===== src/rtl/cuPkg.sv =====
`default_nettype none

package cuPkg;

    // Instruction opcodes, 16 to 255 are not defined
    typedef enum logic [7:0]
    {
        opNone        = 8'd0,
        opAccToX      = 8'd1,
        opXToAcc      = 8'd2,
        opAdd         = 8'd3,
        opSub         = 8'd4,
        opClearIfFlag = 8'd5,
        opXToPc       = 8'd6,
        opHalt        = 8'd7,
        opMul         = 8'd8,
        opDiv         = 8'd9,
        opAnd         = 8'd10,
        opOr          = 8'd11,
        opAndNot      = 8'd12,
        opShiftRight  = 8'd13,
        opShiftLeft   = 8'd14,
        opNotAcc      = 8'd15
    } opcodeT;

    typedef logic [15:0] ctrlWordT;

    // Datapath control lines, bit 1 has no function
    localparam int memRead     = 0;
    localparam int pcToMar     = 2;
    localparam int xToPc       = 3;
    localparam int pcIncrement = 4;
    localparam int mdrLoad     = 5;
    localparam int aluLoadB    = 6;
    localparam int aluRun      = 7;
    localparam int irToMar     = 8;
    localparam int accLoad     = 9;
    localparam int mdrToAcc    = 10;
    localparam int accToMdr    = 11;
    localparam int memWrite    = 12;
    localparam int irLoad      = 13;
    localparam int aluToBus    = 14;
    localparam int marLoad     = 15;

    // One flag per ALU function
    typedef logic [10:0] aluFnT;
    typedef logic [3:0]  aluFnIdxT;

    localparam aluFnIdxT fnAdd        = 4'd1;
    localparam aluFnIdxT fnSub        = 4'd2;
    localparam aluFnIdxT fnMul        = 4'd3;
    localparam aluFnIdxT fnDiv        = 4'd4;
    localparam aluFnIdxT fnAnd        = 4'd5;
    localparam aluFnIdxT fnOr         = 4'd6;
    localparam aluFnIdxT fnAndNot     = 4'd7;
    localparam aluFnIdxT fnShiftRight = 4'd8;
    localparam aluFnIdxT fnShiftLeft  = 4'd9;
    localparam aluFnIdxT fnNotAcc     = 4'd10;

    typedef enum logic [5:0]
    {
        start       = 6'b000001,
        fetch       = 6'b000010,
        opcodeFetch = 6'b000100,
        opcodeRead  = 6'b001000,
        run         = 6'b010000,
        stop        = 6'b100000
    } phaseT;

    // Micro-routine kinds, each with its own step list
    typedef enum logic [3:0]
    {
        toX,
        fromX,
        binary,
        divide,
        clearIfFlag,
        jump,
        halt,
        unary,
        unknown
    } routineT;

    typedef logic [2:0] stepT;

endpackage

`default_nettype wire

===== src/rtl/cuIfs.sv =====
`timescale 1ns/1ps
`default_nettype none

// Decoded instruction from the opcode register to the sequencer
interface decodeIf
    import cuPkg::*;
();
    logic     opcodeLoad;
    routineT  routine;
    aluFnIdxT aluIdx;
    logic     hasAluFn;

    modport decoder (input opcodeLoad, output routine, output aluIdx, output hasAluFn);
    modport sequencer (output opcodeLoad, input routine, input aluIdx, input hasAluFn);
endinterface

// Next control word and flag updates toward the output registers
interface issueIf
    import cuPkg::*;
();
    ctrlWordT ctrlNext;
    logic     fnSet;
    aluFnIdxT fnIdx;
    logic     fnClear;

    modport sequencer (output ctrlNext, output fnSet, output fnIdx, output fnClear);
    modport outStage (input ctrlNext, input fnSet, input fnIdx, input fnClear);
endinterface

`default_nettype wire


===== src/rtl/controlUnit.sv =====
`timescale 1ns/1ps
`default_nettype none

module controlUnit
    import cuPkg::*;
(
    input  logic        clk,
    input  logic        rst,
    input  logic        flag,
    input  logic [7:0]  opcodeIn,
    output logic [15:0] ctrl,
    output logic [10:0] fn,
    output logic [5:0]  phase
);

    decodeIf decBus ();
    issueIf  issBus ();

    opcodeDecoder decoder0
    (
        .clk      (clk),
        .rst      (rst),
        .opcodeIn (opcodeT'(opcodeIn)),
        .dec      (decBus)
    );

    microSequencer sequencer0
    (
        .clk   (clk),
        .rst   (rst),
        .flag  (flag),
        .dec   (decBus),
        .iss   (issBus),
        .phase (phase)
    );

    controlOutputStage outStage0
    (
        .clk  (clk),
        .rst  (rst),
        .iss  (issBus),
        .ctrl (ctrl),
        .fn   (fn)
    );

endmodule

`default_nettype wire


===== src/rtl/controlOutputStage.sv =====
`timescale 1ns/1ps
`default_nettype none

module controlOutputStage
    import cuPkg::*;
(
    input  logic      clk,
    input  logic      rst,
    issueIf.outStage  iss,
    output ctrlWordT  ctrl,
    output aluFnT     fn
);

    // Word of the state being left, visible for one cycle
    always_ff @(posedge clk or negedge rst)
    begin
        if (!rst)
        begin
            ctrl <= '0;
        end
        else
        begin
            ctrl <= iss.ctrlNext;
        end
    end

    // Function flags accumulate until the next start
    always_ff @(posedge clk or negedge rst)
    begin
        if (!rst)
        begin
            fn <= '0;
        end
        else if (iss.fnClear)
        begin
            fn <= '0;
        end
        else if (iss.fnSet)
        begin
            fn <= fn | (aluFnT'(1) << iss.fnIdx);
        end
    end

endmodule

`default_nettype wire


===== src/rtl/microSequencer.sv =====
`timescale 1ns/1ps
`default_nettype none

module microSequencer
    import cuPkg::*;
(
    input  logic       clk,
    input  logic       rst,
    input  logic       flag,
    decodeIf.sequencer dec,
    issueIf.sequencer  iss,
    output phaseT      phase
);

    phaseT    phaseNext;
    stepT     step;
    stepT     stepNext;
    ctrlWordT word;
    logic     lastStep;
    logic     aluStep;

    always_ff @(posedge clk or negedge rst)
    begin
        if (!rst)
        begin
            phase <= start;
            step  <= '0;
        end
        else
        begin
            phase <= phaseNext;
            step  <= stepNext;
        end
    end

    always_comb
    begin
        phaseNext = phase;
        stepNext  = step;
        word      = '0;
        lastStep  = 1'b0;
        aluStep   = 1'b0;
        case (phase)
            start:
            begin
                word[pcToMar] = 1'b1;
                phaseNext     = fetch;
            end
            fetch:
            begin
                word[memRead] = 1'b1;
                word[mdrLoad] = 1'b1;
                word[marLoad] = 1'b1;
                phaseNext     = opcodeFetch;
            end
            opcodeFetch:
            begin
                word[pcIncrement] = 1'b1;
                phaseNext         = opcodeRead;
            end
            opcodeRead:
            begin
                word[irLoad] = 1'b1;
                phaseNext    = run;
                stepNext     = '0;
            end
            run:
            begin
                stepNext = step + 3'd1;
                // Step 0 is the idle cycle for every routine but jump
                case (dec.routine)
                    jump:
                    begin
                        word[xToPc] = 1'b1;
                        lastStep    = 1'b1;
                    end
                    halt:
                    begin
                        phaseNext = stop;
                        stepNext  = '0;
                    end
                    unknown:
                    begin
                        lastStep = 1'b1;
                    end
                    toX:
                    begin
                        case (step)
                            3'd1: word[irToMar] = 1'b1;
                            3'd2: word[accToMdr] = 1'b1;
                            3'd3:
                            begin
                                word[memWrite] = 1'b1;
                                lastStep       = 1'b1;
                            end
                            default: ;
                        endcase
                    end
                    fromX:
                    begin
                        case (step)
                            3'd1: word[irToMar] = 1'b1;
                            3'd2:
                            begin
                                word[memRead] = 1'b1;
                                word[mdrLoad] = 1'b1;
                            end
                            3'd3:
                            begin
                                word[mdrToAcc] = 1'b1;
                                lastStep       = 1'b1;
                            end
                            default: ;
                        endcase
                    end
                    binary, divide:
                    begin
                        case (step)
                            3'd1: word[irToMar] = 1'b1;
                            3'd2:
                            begin
                                word[memRead] = 1'b1;
                                word[mdrLoad] = 1'b1;
                            end
                            3'd3: word[aluLoadB] = 1'b1;
                            3'd4:
                            begin
                                word[aluRun]   = 1'b1;
                                word[aluToBus] = 1'b1;
                                aluStep        = 1'b1;
                                // Divide loads the accumulator one step later
                                if (dec.routine == binary)
                                begin
                                    word[accLoad] = 1'b1;
                                    lastStep      = 1'b1;
                                end
                            end
                            3'd5:
                            begin
                                word[accLoad] = 1'b1;
                                lastStep      = 1'b1;
                            end
                            default: ;
                        endcase
                    end
                    unary:
                    begin
                        if (step == 3'd1)
                        begin
                            word[aluRun]  = 1'b1;
                            word[accLoad] = 1'b1;
                            aluStep       = 1'b1;
                            lastStep      = 1'b1;
                        end
                    end
                    clearIfFlag:
                    begin
                        if (step == 3'd1)
                        begin
                            if (flag)
                            begin
                                word[xToPc] = 1'b1;
                            end
                            else
                            begin
                                lastStep = 1'b1;
                            end
                        end
                        else if (step == 3'd2)
                        begin
                            lastStep = 1'b1;
                        end
                    end
                    default: lastStep = 1'b1;
                endcase
                if (lastStep)
                begin
                    phaseNext = start;
                    stepNext  = '0;
                end
            end
            // Held until reset
            stop: phaseNext = stop;
            default:
            begin
                phaseNext = start;
                stepNext  = '0;
            end
        endcase
    end

    assign dec.opcodeLoad = (phase == opcodeRead);

    assign iss.ctrlNext = word;
    assign iss.fnSet    = aluStep && dec.hasAluFn;
    assign iss.fnIdx    = dec.aluIdx;
    assign iss.fnClear  = (phase == start);

endmodule

`default_nettype wire


===== src/rtl/opcodeDecoder.sv =====
`timescale 1ns/1ps
`default_nettype none

module opcodeDecoder
    import cuPkg::*;
(
    input  logic     clk,
    input  logic     rst,
    input  opcodeT   opcodeIn,
    decodeIf.decoder dec
);

    opcodeT   opcode;
    aluFnIdxT aluIdx;

    // Captured at the end of opcodeRead
    always_ff @(posedge clk or negedge rst)
    begin
        if (!rst)
        begin
            opcode <= opNone;
        end
        else if (dec.opcodeLoad)
        begin
            opcode <= opcodeIn;
        end
    end

    always_comb
    begin
        dec.routine = unknown;
        aluIdx      = '0;
        case (opcode)
            opNone:        dec.routine = unknown;
            opAccToX:      dec.routine = toX;
            opXToAcc:      dec.routine = fromX;
            opClearIfFlag: dec.routine = clearIfFlag;
            opXToPc:       dec.routine = jump;
            opHalt:        dec.routine = halt;
            opAdd:
            begin
                dec.routine = binary;
                aluIdx      = fnAdd;
            end
            opSub:
            begin
                dec.routine = binary;
                aluIdx      = fnSub;
            end
            opMul:
            begin
                dec.routine = binary;
                aluIdx      = fnMul;
            end
            opAnd:
            begin
                dec.routine = binary;
                aluIdx      = fnAnd;
            end
            opOr:
            begin
                dec.routine = binary;
                aluIdx      = fnOr;
            end
            opAndNot:
            begin
                dec.routine = binary;
                aluIdx      = fnAndNot;
            end
            opDiv:
            begin
                dec.routine = divide;
                aluIdx      = fnDiv;
            end
            opShiftRight:
            begin
                dec.routine = unary;
                aluIdx      = fnShiftRight;
            end
            opShiftLeft:
            begin
                dec.routine = unary;
                aluIdx      = fnShiftLeft;
            end
            opNotAcc:
            begin
                dec.routine = unary;
                aluIdx      = fnNotAcc;
            end
            // Out of range, idle cycle then back to fetch
            default:       dec.routine = unknown;
        endcase
    end

    assign dec.aluIdx   = aluIdx;
    assign dec.hasAluFn = (aluIdx != '0);

endmodule

`default_nettype wire


===== config.mk =====
export PLATFORM = sky130hd
export DESIGN_NAME = controlUnit
export DESIGN_NICKNAME = d
export VERILOG_FILES = /design/src/rtl/cuPkg.sv /design/src/rtl/cuIfs.sv /design/src/rtl/controlUnit.sv /design/src/rtl/controlOutputStage.sv /design/src/rtl/microSequencer.sv /design/src/rtl/opcodeDecoder.sv
export SDC_FILE = /design/constraint.sdc
export NUM_CORES = 1
export LEC_CHECK = 0
export BUFFER_PORTS_ARGS = -buffer_cell sky130_fd_sc_hd__buf_4
export CORE_MARGIN = 5
export CORE_UTILIZATION = 50
export DETAILED_ROUTE_END_ITERATION = 8
export PLACE_DENSITY = 0.78
export SYNTH_ARGS = -nofsm -noshare
export SYNTH_HDL_FRONTEND = slang
export SYNTH_SLANG_ARGS = --single-unit

===== constraint.sdc =====
create_clock -name clk -period 2.33 [get_ports clk]
set_clock_uncertainty 0.2 [all_clocks]
set_input_delay 0.3495 -clock clk [delete_from_list [all_inputs] [get_ports clk]]
set_output_delay 0.3495 -clock clk [all_outputs]
set_load 0.02 [all_outputs]

# After elaboration in Yosys (flattened, before gate mapping)
# Cells that the tools add are included.
dict set report word_totals {
  register_bits 43
  latchBits 0
  ramBits 0
  romBits 0
  inputBits 11
  word_cells 93
  n_memories 0
}
dict set report classes {
  n_addsub 1
  n_mul 0
  n_div 0
  n_lt_le_gt_ge 0
  eq_ne 34
  shifts 1
  mux 40
  n_bitwise 1
  n_reduce_logical 11
}
# cell count
set ops {}
lappend ops {{$eq A8 B4 Y1 const B} 8}
lappend ops {{$pmux W4 S10} 1}
lappend ops {{$pmux W6 S6} 1}
lappend ops {{$eq A8 B3 Y1 const B} 4}
lappend ops {{$pmux W4 S8} 1}
lappend ops {{$mux W1} 22}
lappend ops {{$mux W11} 2}
lappend ops {{$eq A4 B3 Y1 const B} 4}
lappend ops {{$eq A8 B2 Y1 const B} 2}
lappend ops {{$mux W6} 2}
lappend ops {{$or A11 B11 Y11} 1}
lappend ops {{$shl A1 B4 Y11 const A} 1}
lappend ops {{$pmux W1 S2} 5}
lappend ops {{$eq A4 B2 Y1 const B} 2}
lappend ops {{$eq A8 B1 Y1 const B} 1}
lappend ops {{$reduce_or A4 Y1} 2}
lappend ops {{$mux W7} 1}
lappend ops {{$eq A3 B2 Y1 const B} 2}
lappend ops {{$eq A3 B3 Y1 const B} 2}
lappend ops {{$eq A6 B1 Y1 const B} 1}
lappend ops {{$eq A6 B2 Y1 const B} 1}
lappend ops {{$eq A6 B3 Y1 const B} 1}
lappend ops {{$eq A6 B4 Y1 const B} 1}
lappend ops {{$eq A6 B5 Y1 const B} 1}
lappend ops {{other kinds (16)} 19}

# Logic depth before layout (Yosys ltp)
dict set report depth {
  word_depth 10
  mapped_depth 8
  depth_no_buf 7
}

# Cells and area by module
# A second synthesis with hierarchy kept.
dict set report unflattened {
  hier_cells 201
  area_unflattened_um2 2175.8
}
# module instances cells_per_inst area_per_inst_um2 seq_area_each_um2
set by_module_without_submodules {}
lappend by_module_without_submodules {controlOutputStage 1 60 902.1 675.6}
lappend by_module_without_submodules {microSequencer 1 93 812.0 226.5}
lappend by_module_without_submodules {opcodeDecoder 1 48 461.7 200.2}

# Least setup slack after synthesis
# OpenSTA, ideal clock, no wires.
dict set report synth_timing {
  kind {reg-to-reg}
  startpoint {register sequencer0.phase[1]}
  endpoint {register decoder0.opcode[1]}
  arrival_time_ns 1.772
  t_required_ns 2.003
  slack_ns 0.231
  stages_incl_launch_ff 7
  path_buffers 2
  period_less_slack_ns 2.099
  path_cell_list {dfrtp_1 > or4_4 > or3b_1 > buf_6 > inv_4 > buf_8 > o21ai_0}
}
dict set report synth_between {
  elab_chain_len 1
}
# item line_no
set synth_lines {}
lappend synth_lines {{start: declaration} microSequencer.sv:12} ;# output phaseT phase
lappend synth_lines {{start signal: assignment} microSequencer.sv:26} ;# phase <= start;
lappend synth_lines {{start signal: assignment} microSequencer.sv:31} ;# phase <= phaseNext;
lappend synth_lines {{$eq A6 B4 Y1} microSequencer.sv:192} ;# assign dec.opcodeLoad = (phase == opcodeRead);
lappend synth_lines {{named net decBus.opcodeLoad} cuIfs.sv:8} ;# logic opcodeLoad;
lappend synth_lines {{end signal: assignment} opcodeDecoder.sv:21} ;# opcode <= opNone;
lappend synth_lines {{end signal: assignment} opcodeDecoder.sv:25} ;# opcode <= opcodeIn;
lappend synth_lines {{end: declaration} opcodeDecoder.sv:13} ;# opcodeT opcode;
# The timed path passes the listed nets, and every way through them passes these cells.
# A chain may end at the register's enable or synchronous reset.

# Worst setup path after layout
dict set report layout_timing {
  startpoint {register sequencer0.step[1]}
  endpoint {register sequencer0.phase[0]}
}
dict set report layout_between {
  elab_chain_len 7
  elab_cells_between_ends 15
}
# item line_no
set layout_lines {}
lappend layout_lines {{start: declaration} microSequencer.sv:16} ;# stepT step;
lappend layout_lines {{start signal: assignment} microSequencer.sv:32} ;# step <= stepNext;
lappend layout_lines {{$eq A3 B2 Y1} microSequencer.sv:169} ;# else if (step == 3'd2)
lappend layout_lines {{$mux W1} microSequencer.sv:169}
lappend layout_lines {{$mux W1} microSequencer.sv:158} ;# if (step == 3'd1)
lappend layout_lines {{$pmux W1 S5 (*)} microSequencer.sv:71} ;# case (dec.routine)
lappend layout_lines {{$mux W1 (*)} microSequencer.sv:43} ;# case (phase)
lappend layout_lines {{$mux W6} microSequencer.sv:176} ;# if (lastStep)
lappend layout_lines {{$pmux W6 S6} microSequencer.sv:43}
# Mark *: on every way between the ends. The rest lies on a longest branch, timed or not. The select of a mux whose other input is x is not followed.

==> reports/results.ini <==
[pwr]
irDropWorstVdd_uv=553
p_sw_mw=1.03
clock_power_share_pct=25.0
p_leak_nw=1.26
p_seq_share_pct=38.6
switching_share_pct=36.9
powerDensity_mw_per_mm2=1080
pwr-share-comb_pct=36.4
intPower_mw=1.77

[clocking]
cts_buffer_depth=2
clkSinkCount=42
postCtsSetupBuffers=0
cts_root_buffer=clkbuf_8
clk-insertion-delay-late_ns=0.30
cts-buffers-inserted=5
htreeDepth=2
cts_tree=yes
cts.reportedPaths.clkPinSlew_ns=0.08

[final_layout]
drive_above_1_share_pct=27.5
postLayoutCellArea_mm2=0.00260
fin_nets=277
antenna-diode-count=0
finalNonFillerCells=312
area_growth_pct=27.0

[global_route]
grt_start_max_net_pins=43
grt_usage_pct=19.3
grt_pass1_vias=1643
antenna_found_initial=0
grt_pass1_wl_um=7910
grt_overflow=0

[sta]
finalCriticalPeriod_ns=2.17
drv_slew=0
min_period_over_period_pct=93.2
max_freq_mhz=460
max_slew_margin_pct=66.0
tightest_slew_ns=0.510
hold_viol=0
setup_tns_ns=0
finalSetupViolCount=0
rsz0062_at_grt=no

[placed_design]
gp_congestion=0.946
dp_cells=303
dpl.hpwl_um=3480
io_buffers=42
dpl_cell_area_mm2=0.00244

[routing]
drc=0
drtAntennaViolNets=0
drt_first_pass_iters=5
avgViaCountPerCell=5.54
routed_wl_um=4720
dr_total_vias=1730
wl_per_cell_um=15.1
first_iter_violations=179

[run_status]
status=finished, final reports clean

[worst_setup_path]
r2r-start=sequencer0.step[1]$_DFFE_PN0N_
arrival_ns=2.19
critical_path.cell_chain=inv_1 -> ha_1 -> nand2b_1 -> a211o_1 -> a311o_1 -> and3_1 -> nor3_1
cp_slowest_stage_delay_ns=0.42
end_kind=flop
cp.required_ns=2.35
crit_fanout=4
worstSetupPathType=flop to flop
cp_slowest_cell=dfrtp_1
worstSetupStartpoint=sequencer0.step[1]$_DFFE_PN0N_
start_kind=flop

[die]
io_pins=44
coreArea_mm2=0.00397
start_util_pct=51.5
rows=23
die_y_um=74.0
die_area_mm2=0.00547
die_w_um=74.0

[yosys]
synth.area.top_cells=dfrtp_1 50%, nand2_1 6.6%, ha_1 3.1%, nor2_1 2.8%, nor3_1 2.4%
syn_inst=210
ys_ff_latch=42
netlist_area_mm2=0.00205
yosysTopAreaCellShare_pct=50.1
seq_area_frac_synth_pct=51.4
syn_nets=226
synth_warnings=0
yosysTopAreaCell=dfrtp_1
ys_types=48
syn_avg_cell_area_um2=9.75

[flow_run]
drv_cap=0

[hold_path]
hp-class=input pin to flop
worst_hold_startpoint=opcodeIn[7]

-- area by class of cell --
cell class	count	area, um2
clock buffer	6	82.6
clock inverter	2	60.1
fill	336	1370
inverter	10	40.0
multi-input combinational	147	886
sequential	42	1050
tap	50	62.6
timing repair buffer	55	415
-- placed cells by master (no fill, tap or decap), types with 2 or more instances in the layout --
master,count
nor3b_1,4
or3_1,2
and3_1,6
a21oi_1,8
a22o_1,2
a211oi_1,3
a31oi_1,3
bufinv_16,2
nor3_1,10
nand3_1,4
nor2_1,14
buf_4,54
and2_1,2
or4_1,3
o21ai_0,7
mux2i_1,2
nor2b_1,4
nand4_1,2
o22ai_1,2
dfrtp_1,41
nand2_1,36
inv_1,9
clkbuf_8,6
ha_1,5
nand2b_1,7
-- stage by stage --
step	utilization (%)	hold WS, ns	setup WS, ns	power (mW)
2_1_floorplan	-	-0.146	0.231	1.72
3_5_place_dp	61.3	0.160	0.177	2.08
3_3_place_gp	61.3	0.155	0.191	2.08
6_report	65.4	0.0317	0.158	2.80
4_1_cts	65.2	0.0271	0.158	2.79
5_1_grt	65.4	0.0267	0.0635	2.97
-- power groups by stage --
| stage | Combinational, mW | Sequential, mW | Clock, mW |
|---|---|---|---|
| after global routing | 1.11 | 1.11 | 0.748 |
| after global placement | 0.995 | 1.08 | 0 |
| final | 1.02 | 1.08 | 0.702 |
| after floorplan | 0.674 | 1.04 | 0 |
| after CTS | 1.01 | 1.07 | 0.713 |
| after detailed placement | 0.997 | 1.09 | 0 |
-- registers in the layout, indices dropped and copies added (netlist names) --
signal / flops
outStage0.ctrl: 14
outStage0.fn: 11
decoder0.opcode: 8
sequencer0.phase: 6
sequencer0.step: 3
-- synthesized netlist by cell type, drive strengths merged --
cell type / number
mux2i: 2
nor3b: 5
o32ai: 2
and2: 2
clkbuf: 3
o21ai: 7
nand2: 36
a22o: 2
xor2: 1
o2111ai: 1
nor2b: 4
o211ai: 1
nand4: 2
a21boi: 1
inv: 10
or2: 1
a211oi: 3
or4: 4
dfstp: 1
or3: 2
a32o: 1
a211o: 1
a311o: 1
nand2b: 7
nand3: 4
buf: 8
dfrtp: 41
o21bai: 1
a31oi: 3
a41oi: 1
o22ai: 2
nor2: 15
and3: 6
nor4: 3
or3b: 1
a21oi: 8
nor3: 10
ha: 5
o221a: 1
conb: 1
-- path summary, 6_finish.rpt --
path,end,slack [ns],depth (start not counted)
worst max-delay path,sequencer0.phase[0]$_DFFE_PN1P_,0.16,7
worst min-delay path,decoder0.opcode[7]$_DFFE_PN0P_,0.03,3
worst max register to register,sequencer0.phase[0]$_DFFE_PN1P_,0.16,7
worst min register to register,outStage0.fn[9]$_DFFE_PN0P_,0.31,2
max in group asynchronous,sequencer0.phase[0]$_DFFE_PN1P_,1.20,2
min in group asynchronous,outStage0.ctrl[13]$_DFF_PN0_,0.35,2
-- worst max-delay path: cells and delay by family, from the launching register on --
kind,cells,cell delay (ns)
adder cells (fa/ha/maj),1,0.24
AND/OR/NAND/NOR,3,0.50
buffers and inverters,1,0.09
AO/OA/AOI/OAI,2,0.65
flip-flops,1,0.42
-- cells by family (layout without fill, tap and decap cells) --
kind of cell / after synthesis / in the layout / share of synthesized area, %
flops: 42 / 42 / 51.4
mux: 2 / 2 / 0.978
compound gates: 36 / 36 / 11.9
other cells: 1 / 1 / 0.183
xor+xnor: 1 / 1 / 0.428
fa+ha+maj: 5 / 5 / 3.06
buf+inv: 21 / 73 / 5.81
simple gates: 102 / 102 / 26.2
-- per-layer routing --
metal  vias to the layer above  global-route usage [%]  share of wire [%]
met3                        11                    6.22                7.9
li1                        832                       -                  -
met4                         0                    7.24                2.3
met1                       818                    24.1                 41
met2                        69                    31.2                 48
met5                         -                       0                  0
-- timing repair --
action | in CTS | in global routing
hold buffers | 1 | 0
endpoints found under the hold margin | 41 | 0
gates resized for setup | 0 | 2
setup endpoints to repair | 0 | 3
Note: power is estimated with default switching activity, not from simulation.
